**src/trojan_host_params.svh**
```systemverilog
/* Build-time sizing and seeds for the trojan packet host.
   Load word stays 64 bits, so packets wider than 8 bytes see the mask only in their low half */
`ifndef TROJAN_HOST_PARAMS_SVH
`define TROJAN_HOST_PARAMS_SVH

// Packet payload size in bytes
`define TH_PACKET_BYTES 8

// Buffer entries, kept a power of two so the pointers wrap on their own
`define TH_BUFFER_DEPTH 4

// Rolling key seed
`define TH_KEY_INIT 128'h123456789abcdef0fedcba0987654321

// LFSR seed, the pattern 1001 repeated
`define TH_LFSR_INIT 20'b10011001100110011001

// Feedback mask, taps at bits 19 and 16
`define TH_LFSR_TAPS 20'h90000

`endif

```
**src/trojan_host_pkg.sv**
```systemverilog
/* Shared types for the trojan packet host; widths follow the params header */
`include "trojan_host_params.svh"

package trojan_host_pkg;

    typedef logic [`TH_PACKET_BYTES*8-1:0] packet_t;  // Packet payload
    typedef logic [127:0] key_t;   // Trojan key
    typedef logic [63:0]  load_t;  // Trojan load word, fixed by Trojan0
    typedef logic [19:0]  lfsr_t;  // LFSR state
    typedef logic [3:0]   addr_t;  // Destination address

    typedef logic [$clog2(`TH_BUFFER_DEPTH)-1:0] buf_ptr_t;
    typedef logic [$clog2(`TH_BUFFER_DEPTH+1)-1:0] buf_count_t;

    // Incoming packet, dest in the top bits
    typedef struct packed {
        addr_t   dest;
        packet_t payload;
    } net_packet_s;

    // Host control states
    typedef enum logic [1:0] {
        st_idle,
        st_process,
        st_send
    } host_state_e;

endpackage

```
**src/packet_buffer.sv**
```systemverilog
/* Circular packet store; a push while full and a pop while empty are ignored.
   rdata always shows the head entry and is valid only while not empty */
`include "trojan_host_params.svh"

module packet_buffer import trojan_host_pkg::*; (
    input  logic    clk,
    input  logic    rst,
    input  logic    push,
    input  logic    pop,
    input  packet_t wdata,
    output packet_t rdata,
    output logic    full,
    output logic    empty
);

    packet_t    mem [`TH_BUFFER_DEPTH];
    buf_ptr_t   head;
    buf_ptr_t   tail;
    buf_count_t count;
    logic       do_push;
    logic       do_pop;

    assign full  = (count == buf_count_t'(`TH_BUFFER_DEPTH));
    assign empty = (count == '0);

    assign do_push = push && !full;
    assign do_pop  = pop && !empty;

    // Write at the tail
    always_ff @(posedge clk) begin
        if (do_push) begin
            mem[tail] <= wdata;
        end
    end

    assign rdata = mem[head];

    always_ff @(posedge clk or posedge rst) begin
        if (rst) begin
            head  <= '0;
            tail  <= '0;
            count <= '0;
        end else begin
            if (do_push) begin
                tail <= tail + 1'b1;  // Wraps at depth
            end
            if (do_pop) begin
                head <= head + 1'b1;
            end
            case ({do_push, do_pop})
                2'b10:   count <= count + 1'b1;
                2'b01:   count <= count - 1'b1;
                default: count <= count;  // Both or neither
            endcase
        end
    end

endmodule

```
**src/key_generator.sv**
```systemverilog
/* Rolling 128-bit key, seeded from TH_KEY_INIT.
   Each advance shifts left by a nibble and feeds back the old top nibble mixed with dest */
`include "trojan_host_params.svh"

module key_generator import trojan_host_pkg::*; (
    input  logic  clk,
    input  logic  rst,
    input  logic  advance,
    input  addr_t dest,
    output key_t  key
);

    key_t key_q;
    key_t key_rot;

    // Old top nibble wraps to the bottom, XORed with the destination
    assign key_rot = {key_q[123:0], key_q[127:124] ^ dest};

    always_ff @(posedge clk or posedge rst) begin
        if (rst) begin
            key_q <= `TH_KEY_INIT;
        end else if (advance) begin
            key_q <= key_rot;
        end
    end

    assign key = key_q;

endmodule

```
**src/trojan0.sv**
```systemverilog
/* Trojan0 leakage block with a free-running 20-bit Fibonacci LFSR mixed into the low key half.
   The LFSR steps on every clock after reset whatever the traffic */
`include "trojan_host_params.svh"

module trojan0 import trojan_host_pkg::*; (
    input  logic  clk,
    input  logic  rst,
    input  key_t  key,
    output load_t load
);

    lfsr_t       lfsr;
    logic        feedback;
    logic [63:0] lfsr_rep;

    // XOR of the tapped bits goes in at the bottom
    assign feedback = ^(lfsr & lfsr_t'(`TH_LFSR_TAPS));

    always_ff @(posedge clk or posedge rst) begin
        if (rst) begin
            lfsr <= `TH_LFSR_INIT;
        end else begin
            lfsr <= {lfsr[18:0], feedback};
        end
    end

    // State repeated up to 64 bits
    assign lfsr_rep = {lfsr[3:0], {3{lfsr}}};

    // Leakage payload under study
    assign load = key[63:0] ^ lfsr_rep;

endmodule

```
**src/host_control.sv**
```systemverilog
/* Host FSM: accepts in st_idle only, drops on a full buffer with a one-cycle route_error.
   packet_out is head XOR load, registered on leaving st_send and marked by packet_ready */
module host_control import trojan_host_pkg::*; (
    input  logic        clk,
    input  logic        rst,
    input  logic        in_valid,
    input  net_packet_s in_packet,
    output logic        in_ready,
    input  logic        out_ready,
    output packet_t     packet_out,
    output logic        packet_ready,
    output logic        route_error,
    output logic        buf_push,
    output logic        buf_pop,
    output packet_t     buf_wdata,
    input  packet_t     buf_rdata,
    input  logic        buf_full,
    input  logic        buf_empty,
    output logic        key_advance,
    output addr_t       key_dest,
    input  load_t       load
);

    host_state_e state;
    host_state_e state_next;
    logic        handshake;
    logic        drop;
    packet_t     masked;

    assign in_ready  = (state == st_idle);
    assign handshake = in_valid && in_ready;
    assign drop      = handshake && buf_full;  // Overflow

    // Every handshake rolls the key, dropped or not
    assign key_advance = handshake;
    assign key_dest    = in_packet.dest;

    assign buf_wdata = in_packet.payload;
    assign buf_push  = handshake && !buf_full;
    assign buf_pop   = (state == st_send);  // Buffer is never empty here

    // Load is 64 bits, sized to the packet width
    assign masked = buf_rdata ^ packet_t'(load);

    always_comb begin
        state_next = state;
        case (state)
            st_idle: begin
                if (handshake || !buf_empty) begin
                    state_next = st_process;
                end
            end
            st_process: begin
                // Only commit to a send while the sink is ready
                if (!buf_empty && out_ready) begin
                    state_next = st_send;
                end else begin
                    state_next = st_idle;
                end
            end
            st_send: begin
                state_next = st_idle;
            end
            default: begin
                state_next = st_idle;
            end
        endcase
    end

    always_ff @(posedge clk or posedge rst) begin
        if (rst) begin
            state        <= st_idle;
            packet_ready <= 1'b0;
            route_error  <= 1'b0;
        end else begin
            state        <= state_next;
            packet_ready <= buf_pop;  // One-cycle pulse per send
            route_error  <= drop;
        end
    end

    // Head is masked with the load seen at the sending edge
    always_ff @(posedge clk) begin
        if (buf_pop) begin
            packet_out <= masked;
        end
    end

endmodule

```
**src/trojan_host_top.sv**
```systemverilog
/* Trojan packet host top level; routing by dest is not done, dest only feeds the key.
   Ready/valid on both sides, packet_ready is a pulse and packet_out holds until the next one */
module trojan_host_top import trojan_host_pkg::*; (
    input  logic        clk,
    input  logic        rst,
    input  logic        in_valid,
    input  net_packet_s in_packet,
    output logic        in_ready,
    input  logic        out_ready,
    output packet_t     packet_out,
    output logic        packet_ready,
    output logic        route_error
);

    logic    buf_push;
    logic    buf_pop;
    packet_t buf_wdata;
    packet_t buf_rdata;
    logic    buf_full;
    logic    buf_empty;
    logic    key_advance;
    addr_t   key_dest;
    key_t    key;
    load_t   load;

    host_control u_ctrl (
        .clk          (clk),
        .rst          (rst),
        .in_valid     (in_valid),
        .in_packet    (in_packet),
        .in_ready     (in_ready),
        .out_ready    (out_ready),
        .packet_out   (packet_out),
        .packet_ready (packet_ready),
        .route_error  (route_error),
        .buf_push     (buf_push),
        .buf_pop      (buf_pop),
        .buf_wdata    (buf_wdata),
        .buf_rdata    (buf_rdata),
        .buf_full     (buf_full),
        .buf_empty    (buf_empty),
        .key_advance  (key_advance),
        .key_dest     (key_dest),
        .load         (load)
    );

    packet_buffer u_buf (
        .clk   (clk),
        .rst   (rst),
        .push  (buf_push),
        .pop   (buf_pop),
        .wdata (buf_wdata),
        .rdata (buf_rdata),
        .full  (buf_full),
        .empty (buf_empty)
    );

    key_generator u_keygen (
        .clk     (clk),
        .rst     (rst),
        .advance (key_advance),
        .dest    (key_dest),
        .key     (key)
    );

    trojan0 u_trojan (
        .clk  (clk),
        .rst  (rst),
        .key  (key),
        .load (load)
    );

endmodule

```
**config.mk**
```make
export PLATFORM = sky130hd
export DESIGN_NAME = trojan_host_top
export DESIGN_NICKNAME = d
export VERILOG_FILES = /design/src/trojan_host_pkg.sv /design/src/packet_buffer.sv /design/src/key_generator.sv /design/src/trojan0.sv /design/src/host_control.sv /design/src/trojan_host_top.sv
export VERILOG_INCLUDE_DIRS = /design/src
export SDC_FILE = /design/constraint.sdc
export NUM_CORES = 1
export LEC_CHECK = 0
export BUFFER_PORTS_ARGS = -buffer_cell sky130_fd_sc_hd__buf_4
export CAP_MARGIN = 20
export CELL_PAD_IN_SITES_DETAIL_PLACEMENT = 1
export CELL_PAD_IN_SITES_GLOBAL_PLACEMENT = 1
export CORE_ASPECT_RATIO = 0.8
export CORE_MARGIN = 1
export CORE_UTILIZATION = 52
export CTS_CLUSTER_DIAMETER = 40
export DETAILED_ROUTE_END_ITERATION = 10
export PLACE_DENSITY_LB_ADDON = 0.1
export SLEW_MARGIN = 15
export SYNTH_ARGS = -nofsm -noshare
export SYNTH_HDL_FRONTEND = slang
export SYNTH_HIERARCHICAL = 1
export SYNTH_SLANG_ARGS = --single-unit
export TNS_END_PERCENT = 50
```
**constraint.sdc**
```tcl
create_clock -name clk -period 5.4 [get_ports clk]
set_input_delay 0.81 -clock clk [delete_from_list [all_inputs] [get_ports clk]]
set_output_delay 0.81 -clock clk [all_outputs]
set_load 0.005 [all_outputs]
```
==> summary.md, run 1 <==
| Metric | Value |
|---|---|
| PostCTS Resize Cnt | 0 |
| All-Layer GR Usage | between 20% and 30% |
| Post-CTS Setup Bufs | 0 |
| Worst voltage drop across the vdd grid | 290 uV |
| Critical path's largest stage delay | 980 ps |
| Most common cell after layout, fill and taps aside | edfxtp_1 |
| CTS Buf Count | just over 50 |
| Amount of wire on met3 after detailed routing | 1680 um |
| Maximum level of the CTS H-tree | 2 |
| Worst path arrival time | between 2000 and 3000 ps |
| Status | finished clean |
| Worst Max-Slew Pin Slew | a little over 1000 ps |
| Wire length of the first global-routing pass | 57900 um |
| Setup Viol. Count Final | 0 |
| Beginning of the critical path | u_buf/head[0] |
| Path type of the worst min-delay path | in -> async |
| CTS tree | done |
| Critical Path Stages | 3 |
| Total congestion overflow | 0 |
| Layout overhead on the synthesized area | 11.4% |
| Final-layout fill cell count | between 3000 and 4000 |
| Number of top-level pins | 139 |
| Count of standard-cell rows | between 60 and 70 |
| Maximum number of buffers from clock root to sink | 3 |
| Pwr per Cell Area | around 540 mW/mm^2 |
| Met2 layer wire length in the routed design | 17400 um |
| Setup repair after global routing missed its margin | false |
| Core outline area | 0.0370 sq mm |
| Worst-case setup margin in the final layout | 2770 ps |
| Number of nets in the layout | between 1000 and 1500 |
| Largest net degree at the start of global routing | 81 |
| Number of nets with antenna violations after detailed routing | 0 |
| Number of vias per cell | 5.28 |
| Cell family with the largest share of critical-path delay | flip-flops |
| Fin. Hold Viols | 0 |
| Crit-path max FO | 41 |
| Commonest cells after routing, fill and taps aside | 320 x edfxtp_1, 149 x buf_4, 132 x xor2_1 |
| DR iter-0 viols | 514 |
| Post-Place Setup Slack | 2430 ps |
| Gp weighted congestion | approximately 0.7 |
| Setup skew after layout | about 16 ps |
| Fraction of the cycle the final worst path needs | 48.7% |
| Wirelength per Cell | approximately 24 um |
| Overall routed net length | 37700 um |
| Initial antenna violation count | 0 |
| Sink count of the clock tree | 479 |
| Maximum clock rate | 380 MHz |
| Total number of vias | 8353 |
| Area of the die | ~0.038 sq mm |
| Leakage power | 0.00837 uW |
| Number of maximum-capacitance violations | 0 |
| Share of cells above drive strength 1 | 46.8% |
| Hold buffer count at cts | 0 |
| YS warnings | 6 |
| DIE HEIGHT | 175 um |
| Die Wd | 219 um |
| Type of destination of the critical path | flop |
| Worst Setup Start Kind | flop |
| Antenna diode count | 0 |
| Synthesized instance count | roughly 1000 |
| Post-route cell area | 0.0218 sq mm |
| Effective utilization at floorplan | 52.7% |
| Required time of the critical path | about 5700 ps |
| Final-report max-slew violation count | 0 |
| Vias in the first global route | 9227 |
| Headroom to the max-slew limit | 31.0% |
| R2R depth | 3 |
| Fin crit period | 2630 ps |
| Count of input and output buffers | roughly 140 |
| Initial DRT Pass Iterations | 5 |
| Synth Area per Inst | between 15 and 20 sq um |
| Non-filler instance count after layout | 1583 |
| Top sig layer | met4 |
| TNS Setup | 0 ps |
| Clk pin slew, worst setup/hold paths | roughly 60 ps |
| WS Path Type | reg -> reg |
| Skew-Pair Late Insertion Delay | approximately 560 ps |
| Standard cell with the maximum stage delay on the critical path | dfrtp_4 |
| Clock tree root buffer cell | clkbuf_16 |
| Bufs and invs on worst path | 1 |
| Hpwl dp | 24500 um |
| Syn Nets | 1089 |
| Overall power consumption | 11700 uW |
| Summed instance area of the synthesized netlist | 0.0195 sq mm |
| Placed Area | 0.0201 sq mm |
| Routed metal-1 wirelength | roughly 18000 um |
| Instance count after placement with tap cells included | 1489 |
| Critical path cell sequence | buf_4 > mux4_2 > xor2_1 |
| DRC violations left | 0 |
| Origin of the critical flop-to-flop path | u_buf/head[0] |
[state kept, by name, indices dropped and copies added (netlist names)]
name,cells
u_ctrl/packet_out,64
u_ctrl/state,2
u_buf/count,3
u_ctrl/packet_ready,1
u_keygen/key,128
u_trojan/lfsr,20
u_buf/head,2
u_buf/mem,256
u_buf/tail,2
u_ctrl/route_error,1
[layout make-up]
class | count | area (sq um) | share of cell area (%)
clock buffer | 59 | 1330 | 6.13
clock inverter | 35 | 318 | 1.46
inverter | 11 | 43.8 | 0.201
multi-input combinational | 360 | 4600 | 21.1
sequential | 479 | 13700 | 62.9
tap | 487 | 609 | 2.80
timing repair buffer | 152 | 1180 | 5.41
[path summary, 6_finish.rpt]
| kind | to | slack [ps] |
|---|---|---|
| worst max-delay path | u_ctrl/packet_out[33] | 2770 |
| worst min-delay path | u_ctrl/state[0] | 200 |
| worst max register to register | u_ctrl/packet_out[33] | 2770 |
| worst min register to register | u_trojan/lfsr[16] | 420 |
| max in group asynchronous | u_keygen/key[121] | 4000 |
| min in group clk | u_trojan/lfsr[16] | 420 |
[layer usage]
| metal | vias up | global-route usage [%] |
|---|---|---|
| li1 | 3689 | - |
| met3 | 39 | 3.57 |
| met4 | 0 | 4.46 |
| met5 | - | 0 |
| met1 | 4438 | 31.1 |
| met2 | 187 | 31.1 |
[report_power, final]
part           leakage, uW  internal (uW)  switching (uW)  total [uW]
Sequential         0.00476           4950             562        5510
Combinational      0.00280           1410            1360        2780
Clock             0.000803           1980            1430        3410
Total              0.00837           8350            3350       11700
[per-stage QoR]
stage | utilization (%) | hold slack [ps]
after floorplan | - | 384
after global placement | 54.3 | 416
after detailed placement | 54.3 | 416
after CTS | 58.8 | 178
after global routing | 58.8 | 205
final | 58.8 | 195
(Power assumes the default switching activity.)
==> run 2: changes to the inputs <==
==> constraint.sdc (replaced) <==
create_clock -name clk -period 2.51 [get_ports clk]
set_input_delay 0.3765 -clock clk [delete_from_list [all_inputs] [get_ports clk]]
set_output_delay 0.3765 -clock clk [all_outputs]
set_load 0.005 [all_outputs]
==> run 2 against run 1 <==
Net effect: setup slack lost 2400 ps; global-route usage grew 0.19 points; sequential power grew 110%; final cell count grew 3.1%; maximum frequency grew 20%; non-clock buffer count grew 46; cell area grew 3.1%; hold slack lost 170 ps; first-iteration DRC count grew 1.4%.
==> summary.md, run 2 (same netlist as run 1, synthesis figures left out) <==
| Metric | Value |
|---|---|
| Status | finished clean |
| Max FFs per register | 256 (unchanged) |
| CTS tree | done |
| Setup Viol. Count Final | 0 (unchanged) |
| Worst voltage drop across the vdd grid | 765 uV (+160%) |
| Total congestion overflow | 0 (unchanged) |
| Fraction of the cycle the final worst path needs | 87.1% (+38 points) |
| Sequential share of power | 45.1% (-2.0 points) |
| Largest reg by FF count | u_buf/mem |
| DRC violations left | 0 (unchanged) |
| Setup skew after layout | 16.4 ps (-0.0599 ps) |
| Commonest cells after routing, fill and taps aside | 320 x edfxtp_1, 148 x buf_4, 132 x xor2_1 |
| Worst Setup Start Kind | flop |
| Worst setup path end | u_buf/mem[3][56] |
| R2R depth | 5 (+2) |
| Number of nets with antenna violations after detailed routing | 0 (unchanged) |
| Setup slack of the worst register-to-register path | 320 ps (-2450 ps) |
| Overall routed net length | 38200 um (+1.3%) |
| Sw Share | 28.4% (-0.32 points) |
| Share of cells above drive strength 1 | 45.8% (-1.0 points) |
| Initial DRT Pass Iterations | 4 (-1) |
| Wirelength per Cell | 23.4 um (-1.7%) |
| Origin of the critical flop-to-flop path | u_buf/count[2] |
| Wire length of the first global-routing pass | 58600 um (+1.3%) |
| Layout overhead on the synthesized area | 14.8% |
| Final-report max-slew violation count | 0 (unchanged) |
| Number of top-level pins | 139 (unchanged) |
| Pwr per Cell Area | 1150 mW/mm^2 (+110%) |
| Combinational cell fraction of total power | 24.8% (+1.1 points) |
| Crit-path max FO | 30 (-27%) |
| Maximum clock rate | 457 MHz (+20%) |
| Worst Max-Slew Pin Slew | 1060 ps (+21.8 ps) |
| Largest net degree at the start of global routing | 66 (-19%) |
| Hold path startpoint | in_packet[20] |
| Worst path arrival time | 2390 ps (-530 ps) |
| Clk pin slew, worst setup/hold paths | 60 ps (about the same) |
| Gp weighted congestion | 0.730 (+1.2%) |
| Most common cell after layout, fill and taps aside | edfxtp_1 |
| Number of vias per cell | 5.24 (-0.77%) |
| Required time of the critical path | 2710 ps (-2980 ps) |
| DR iter-0 viols | 521 (+1.4%) |
| Count of standard-cell rows | 63 (unchanged) |
| DIE HEIGHT | 175 um (unchanged) |
| Sw Pwr | 7340 uW (+120%) |
| Headroom to the max-slew limit | 29.6% (-1.5 points) |
| Sink count of the clock tree | 479 (unchanged) |
| Share of total power in the clock network | 30.0% (+0.9 points) |
| Maximum level of the CTS H-tree | 2 (unchanged) |
| Clock tree root buffer cell | clkbuf_16 |
| CTS Buf Count | 53 (+3.9%) |
| Leakage power | 0.00865 uW (+3.4%) |
| Count of input and output buffers | 138 (unchanged) |
| Initial antenna violation count | 0 (unchanged) |
| Number of nets in the layout | 1181 (+4.2%) |
| Hpwl dp | 23700 um (-3.5%) |
| Area of the die | 0.0384 sq mm (unchanged) |
| TNS Setup | 0 ps (unchanged) |
| End of the worst register-to-register path | u_buf/mem[3][56] |
| Core outline area | 0.0370 sq mm (unchanged) |
| Vias in the first global route | 9367 (+1.5%) |
| Effective utilization at floorplan | 52.7% (unchanged) |
| Maximum number of buffers from clock root to sink | 3 (unchanged) |
| All-Layer GR Usage | 20.7% (+0.19 points) |
| Die Wd | 219 um (unchanged) |
| Post-CTS Setup Bufs | 0 (unchanged) |
| Cell-internal power | 18500 uW (+120%) |
| Setup repair after global routing missed its margin | false |
| Fin crit period | 2190 ps (-443 ps) |
| Antenna diode count | 0 (unchanged) |
| Number of maximum-capacitance violations | 0 (unchanged) |
| PostCTS Resize Cnt | 0 (unchanged) |
| WS Path Type | reg -> reg |
| Beginning of the critical path | u_buf/count[2] |
| Hold buffer count at cts | 37 (+37) |
| Type of destination of the critical path | flop |
| Total number of vias | 8545 (+2.3%) |
| Final-layout fill cell count | 3140 (-1.4%) |
| Skew-Pair Late Insertion Delay | 570 ps (about the same) |
| Fin. Hold Viols | 0 (unchanged) |
| Worst-case hold slack | 21.8 ps (-173 ps) |
| Path type of the worst min-delay path | in -> reg |
run 2: layer usage:
layer	up-vias	global-route usage, %	routed length (um)
met1	4535	30.7	17700
li1	3785	-	-
met2	173	32.4	18100
met3	52	3.27	1720
met5	-	0	0
met4	0	4.75	601
run 2: through the flow:
stage	cell area, sq um	total power, uW	setup WS, ps	instances	utilization [%]
detailed placement	20300	18200	321	1498	54.8
finish	22400	25900	324	1632	60.6
global placement	20300	18100	388	1498	54.8
floorplan	19600	16700	-434	1011	-
global route	22400	27000	138	1632	60.6
CTS	22400	26200	327	1632	60.6
run 2: how the worst min path moves through the flow:
stage | end | slack (ps) | cells past startpoint
global placement | u_ctrl/packet_ready | 330 | 2
CTS | u_buf/mem[1][23] | 0.9 | 1
detailed placement | u_ctrl/route_error | 340 | 2
global route | u_buf/mem[3][20] | 4 | 1
floorplan | u_ctrl/packet_ready | 140 | 1
finish | u_buf/mem[2][20] | 20 | 1
run 2: worst max-delay path, cell delays in order, from the launching register on:
cell     delay [ps]
dfrtp_1         410
nor3b_2         190
nor4_1          170
nor2b_2         350
and2_2          240
buf_4           440
run 2: power groups by stage:
| stage | Combinational, uW | Sequential, uW | Clock [uW] |
|---|---|---|---|
| detailed placement | 6410 | 11800 | 0 |
| global placement | 6300 | 11800 | 0 |
| global route | 6930 | 11900 | 8210 |
| CTS | 6540 | 11700 | 7950 |
| floorplan | 5430 | 11300 | 0 |
| finish | 6430 | 11700 | 7770 |
run 2: area by class of cell:
| class | instances | area [sq um] | share of cell area (%) |
|---|---|---|---|
| Clock buffer | 63 | 1400 | 6.23 |
| Clock inverter | 34 | 359 | 1.60 |
| Inverter | 11 | 45.0 | 0.201 |
| Multi-Input combinational cell | 360 | 4600 | 20.5 |
| Sequential cell | 479 | 13700 | 61.0 |
| Tap cell | 487 | 609 | 2.72 |
| Timing Repair Buffer | 198 | 1740 | 7.76 |
==> run 3: changes to the inputs <==
==> constraint.sdc (replaced) <==
create_clock -name clk -period 2.51 [get_ports clk]
set_input_delay 0.251 -clock clk [delete_from_list [all_inputs] [get_ports clk]]
set_output_delay 0.251 -clock clk [all_outputs]
set_load 0.005 [all_outputs]
==> run 3 against run 2 <==
Net effect: largest power group unchanged; clock power fell by 0.9%; maximum frequency rose by 0.93%; die area did not move; flip-flop and latch count did not move; final cell count rose by 2.1%; setup slack improved by 20 ps; non-clock buffer count rose by 30; sequential share of layout area fell by 0.79 points.
==> summary.md, run 3 (same netlist as run 1, synthesis figures left out) <==
| Metric | Value |
|---|---|
| Post-route core utilization | 61.4% (+0.79 points) |
| Setup slack of the worst register-to-register path | 340 ps (+20 ps) |
| Sink count of the clock tree | 479 (unchanged) |
| Final-report max-slew violation count | 0 (unchanged) |
| Wirelength per Cell | 22.9 um (-1.9%) |
| Type of destination of the critical path | flop |
| Standard cell with the maximum stage delay on the critical path | dfrtp_1 |
| Number of nets with antenna violations after detailed routing | 0 (unchanged) |
| Worst Max-Slew Pin Slew | 1050 ps (-6.25 ps) |
| Setup repair after global routing missed its margin | false |
| Post-Place Setup Slack | 350 ps (+29.4 ps) |
| Overall routed net length | 38300 um (+0.19%) |
| Wire length of the first global-routing pass | 59300 um (+1.1%) |
| R2R depth | 10 (+5) |
| Critical path cell sequence | nor3b_2 > nor4_1 > nor2b_2 > inv_1 > ha_1 > inv_1 > fa_1 > xor2_1 > nor2_1 > xor2_1 |
| Commonest cells after routing, fill and taps aside | 320 x edfxtp_1, 146 x buf_4, 132 x xor2_1 |
| Pwr per Cell Area | 1130 mW/mm^2 (-1.8%) |
| All-Layer GR Usage | 20.8% (+0.16 points) |
| Maximum level of the CTS H-tree | 2 (unchanged) |
| Required time of the critical path | 3000 ps (+290 ps) |
| Most common cell after layout, fill and taps aside | edfxtp_1 |
| Count of input and output buffers | 138 (unchanged) |
| Worst path arrival time | 2650 ps (+260 ps) |
| Core outline area | 0.0370 sq mm (unchanged) |
| Initial DRT Pass Iterations | 5 (+1) |
| Setup Viol. Count Final | 0 (unchanged) |
| Skew-Pair Late Insertion Delay | 570 ps (about the same) |
| Hpwl dp | 23500 um (-0.84%) |
| Area of the die | 0.0384 sq mm (unchanged) |
| CTS Buf Count | 54 (+1.9%) |
| Worst voltage drop across the vdd grid | 634 uV (-17%) |
| Status | finished clean |
| Number of top-level pins | 139 (unchanged) |
| Total number of vias | 8712 (+2.0%) |
| Initial antenna violation count | 0 (unchanged) |
| Maximum clock rate | 462 MHz (+0.93%) |
| Effective utilization at floorplan | 52.7% (unchanged) |
| Clk pin slew, worst setup/hold paths | 60 ps (about the same) |
| Leakage power | 0.00874 uW (+0.97%) |
| Area of the multi-input gates | 0.00460 sq mm (unchanged) |
| DIE HEIGHT | 175 um (unchanged) |
| Path type of the worst min-delay path | in -> async |
| Overall power consumption | 25800 uW (-0.47%) |
| Combined flip-flop and latch cell area | 0.0137 sq mm (unchanged) |
| CTS tree | done |
| Fraction of the cycle the final worst path needs | 86.3% (-0.80 points) |
| Vias in the first global route | 9527 (+1.7%) |
| Antenna diode count | 0 (unchanged) |
| Worst Setup Start Kind | flop |
| Critical path's largest stage delay | 440 ps (about the same) |
| TNS Setup | 0 ps (unchanged) |
| Fin. Hold Viols | 0 (unchanged) |
| Max FFs per register | 256 (unchanged) |
| Gp weighted congestion | 0.731 (about the same) |
| Number of vias per cell | 5.23 (-0.19%) |
| Largest net degree at the start of global routing | 66 (unchanged) |
| DRC violations left | 0 (unchanged) |
| Clock tree root buffer cell | clkbuf_16 |
| Origin of the critical flop-to-flop path | u_buf/count[0] |
| Maximum number of buffers from clock root to sink | 3 (unchanged) |
| Bufs and invs on worst path | 2 (+1) |
| Final-layout fill cell count | 3131 (-0.29%) |
| Share of cells above drive strength 1 | 44.0% (-1.8 points) |
| Post-route cell area | 0.0227 sq mm (+1.3%) |
| Fin crit period | 2170 ps (-20.1 ps) |
| WS Path Type | reg -> reg |
| Placed Area | 0.0203 sq mm (-0.27%) |
| Largest reg by FF count | u_buf/mem |
| End of the worst register-to-register path | u_buf/count[2] |
| Total congestion overflow | 0 (unchanged) |
| Count of standard-cell rows | 63 (unchanged) |
| Die Wd | 219 um (unchanged) |
| Headroom to the max-slew limit | 30.0% (+0.42 points) |
| Number of maximum-capacitance violations | 0 (unchanged) |
| Crit-path max FO | 7 (-77%) |
| Worst-case setup margin in the final layout | 344 ps (+20.1 ps) |
| Layout overhead on the synthesized area | 16.4% |
| Cell family with the largest share of critical-path delay | simple AND/OR/NAND/NOR gates |
| Number of nets in the layout | 1212 (+2.6%) |
| Setup skew after layout | 12.8 ps (-3.64 ps) |
| DR iter-0 viols | 467 (-10%) |
run 3: cell types whose count changed in the layout (fill, tap and decap cells not counted), sizes merged:
cell	previous run	this run
bufinv	6	3
clkinvlp	5	12
dlygate4sd3	37	71
buf	161	157
inv	13	17
clkinv	21	14
clkbuf	63	67
run 3: worst max path at each step:
stage                   start                to  slack, ps  cells after the start
2_1_floorplan  u_buf/count[2]   u_buf/mem[2][0]       -430                      4
3_3_place_gp   u_buf/count[0]    u_buf/count[2]        380                     10
3_5_place_dp   u_buf/count[2]  u_buf/mem[2][63]        350                      5
4_1_cts        u_buf/count[0]    u_buf/count[2]        330                     10
5_1_grt        u_buf/count[0]    u_buf/count[2]        180                     10
6_report       u_buf/count[0]    u_buf/count[2]        340                     10
run 3: final cells by class:
cell class | instances | area share, %
Clock buffer | 67 | 6.44
Inverter | 11 | 0.198
Clock inverter | 35 | 1.33
Multi-Input combinational cell | 360 | 20.2
Tap cell | 487 | 2.68
Timing Repair Buffer | 228 | 8.91
Sequential cell | 479 | 60.2
run 3: routing by layer:
metal	global-route usage (%)	up-vias	share of wire, %	wire, um
li1	-	3849	-	-
met4	4.98	0	1.6	613
met3	3.36	53	4.1	1560
met1	31.1	4612	47	17900
met5	0	-	0	0
met2	32.3	198	48	18200
run 3: through the flow:
stage	hold WS [ps]	instances
after global routing	193	1667
after global placement	201	1494
after CTS	150	1667
after floorplan	17.1	1011
after detailed placement	207	1494
final	178	1667
run 3: what timing repair did:
action                                  in CTS  in global routing
endpoints found under the hold margin      289                  0
setup buffers                                0                  0
endpoints found under the setup margin       0                  0
resized for setup                            0                  0
hold buffers                                71                  0
run 3: worst reg2reg max path, delay by kind of cell, from the launching register on:
family	cells	cell delay [ps]
adder cells (fa/ha/maj)	2	560
AND/OR/NAND/NOR	4	650
buffers and inverters	2	130
XOR/XNOR	2	310
flip-flops	1	440
run 3: power by group:
part	total [uW]	switching, uW	leakage, uW	internal (uW)
combinational	6400	3160	0.00314	3240
sequential	11700	999	0.00476	10700
clock	7700	3200	0.000829	4500
total	25800	7360	0.00874	18400
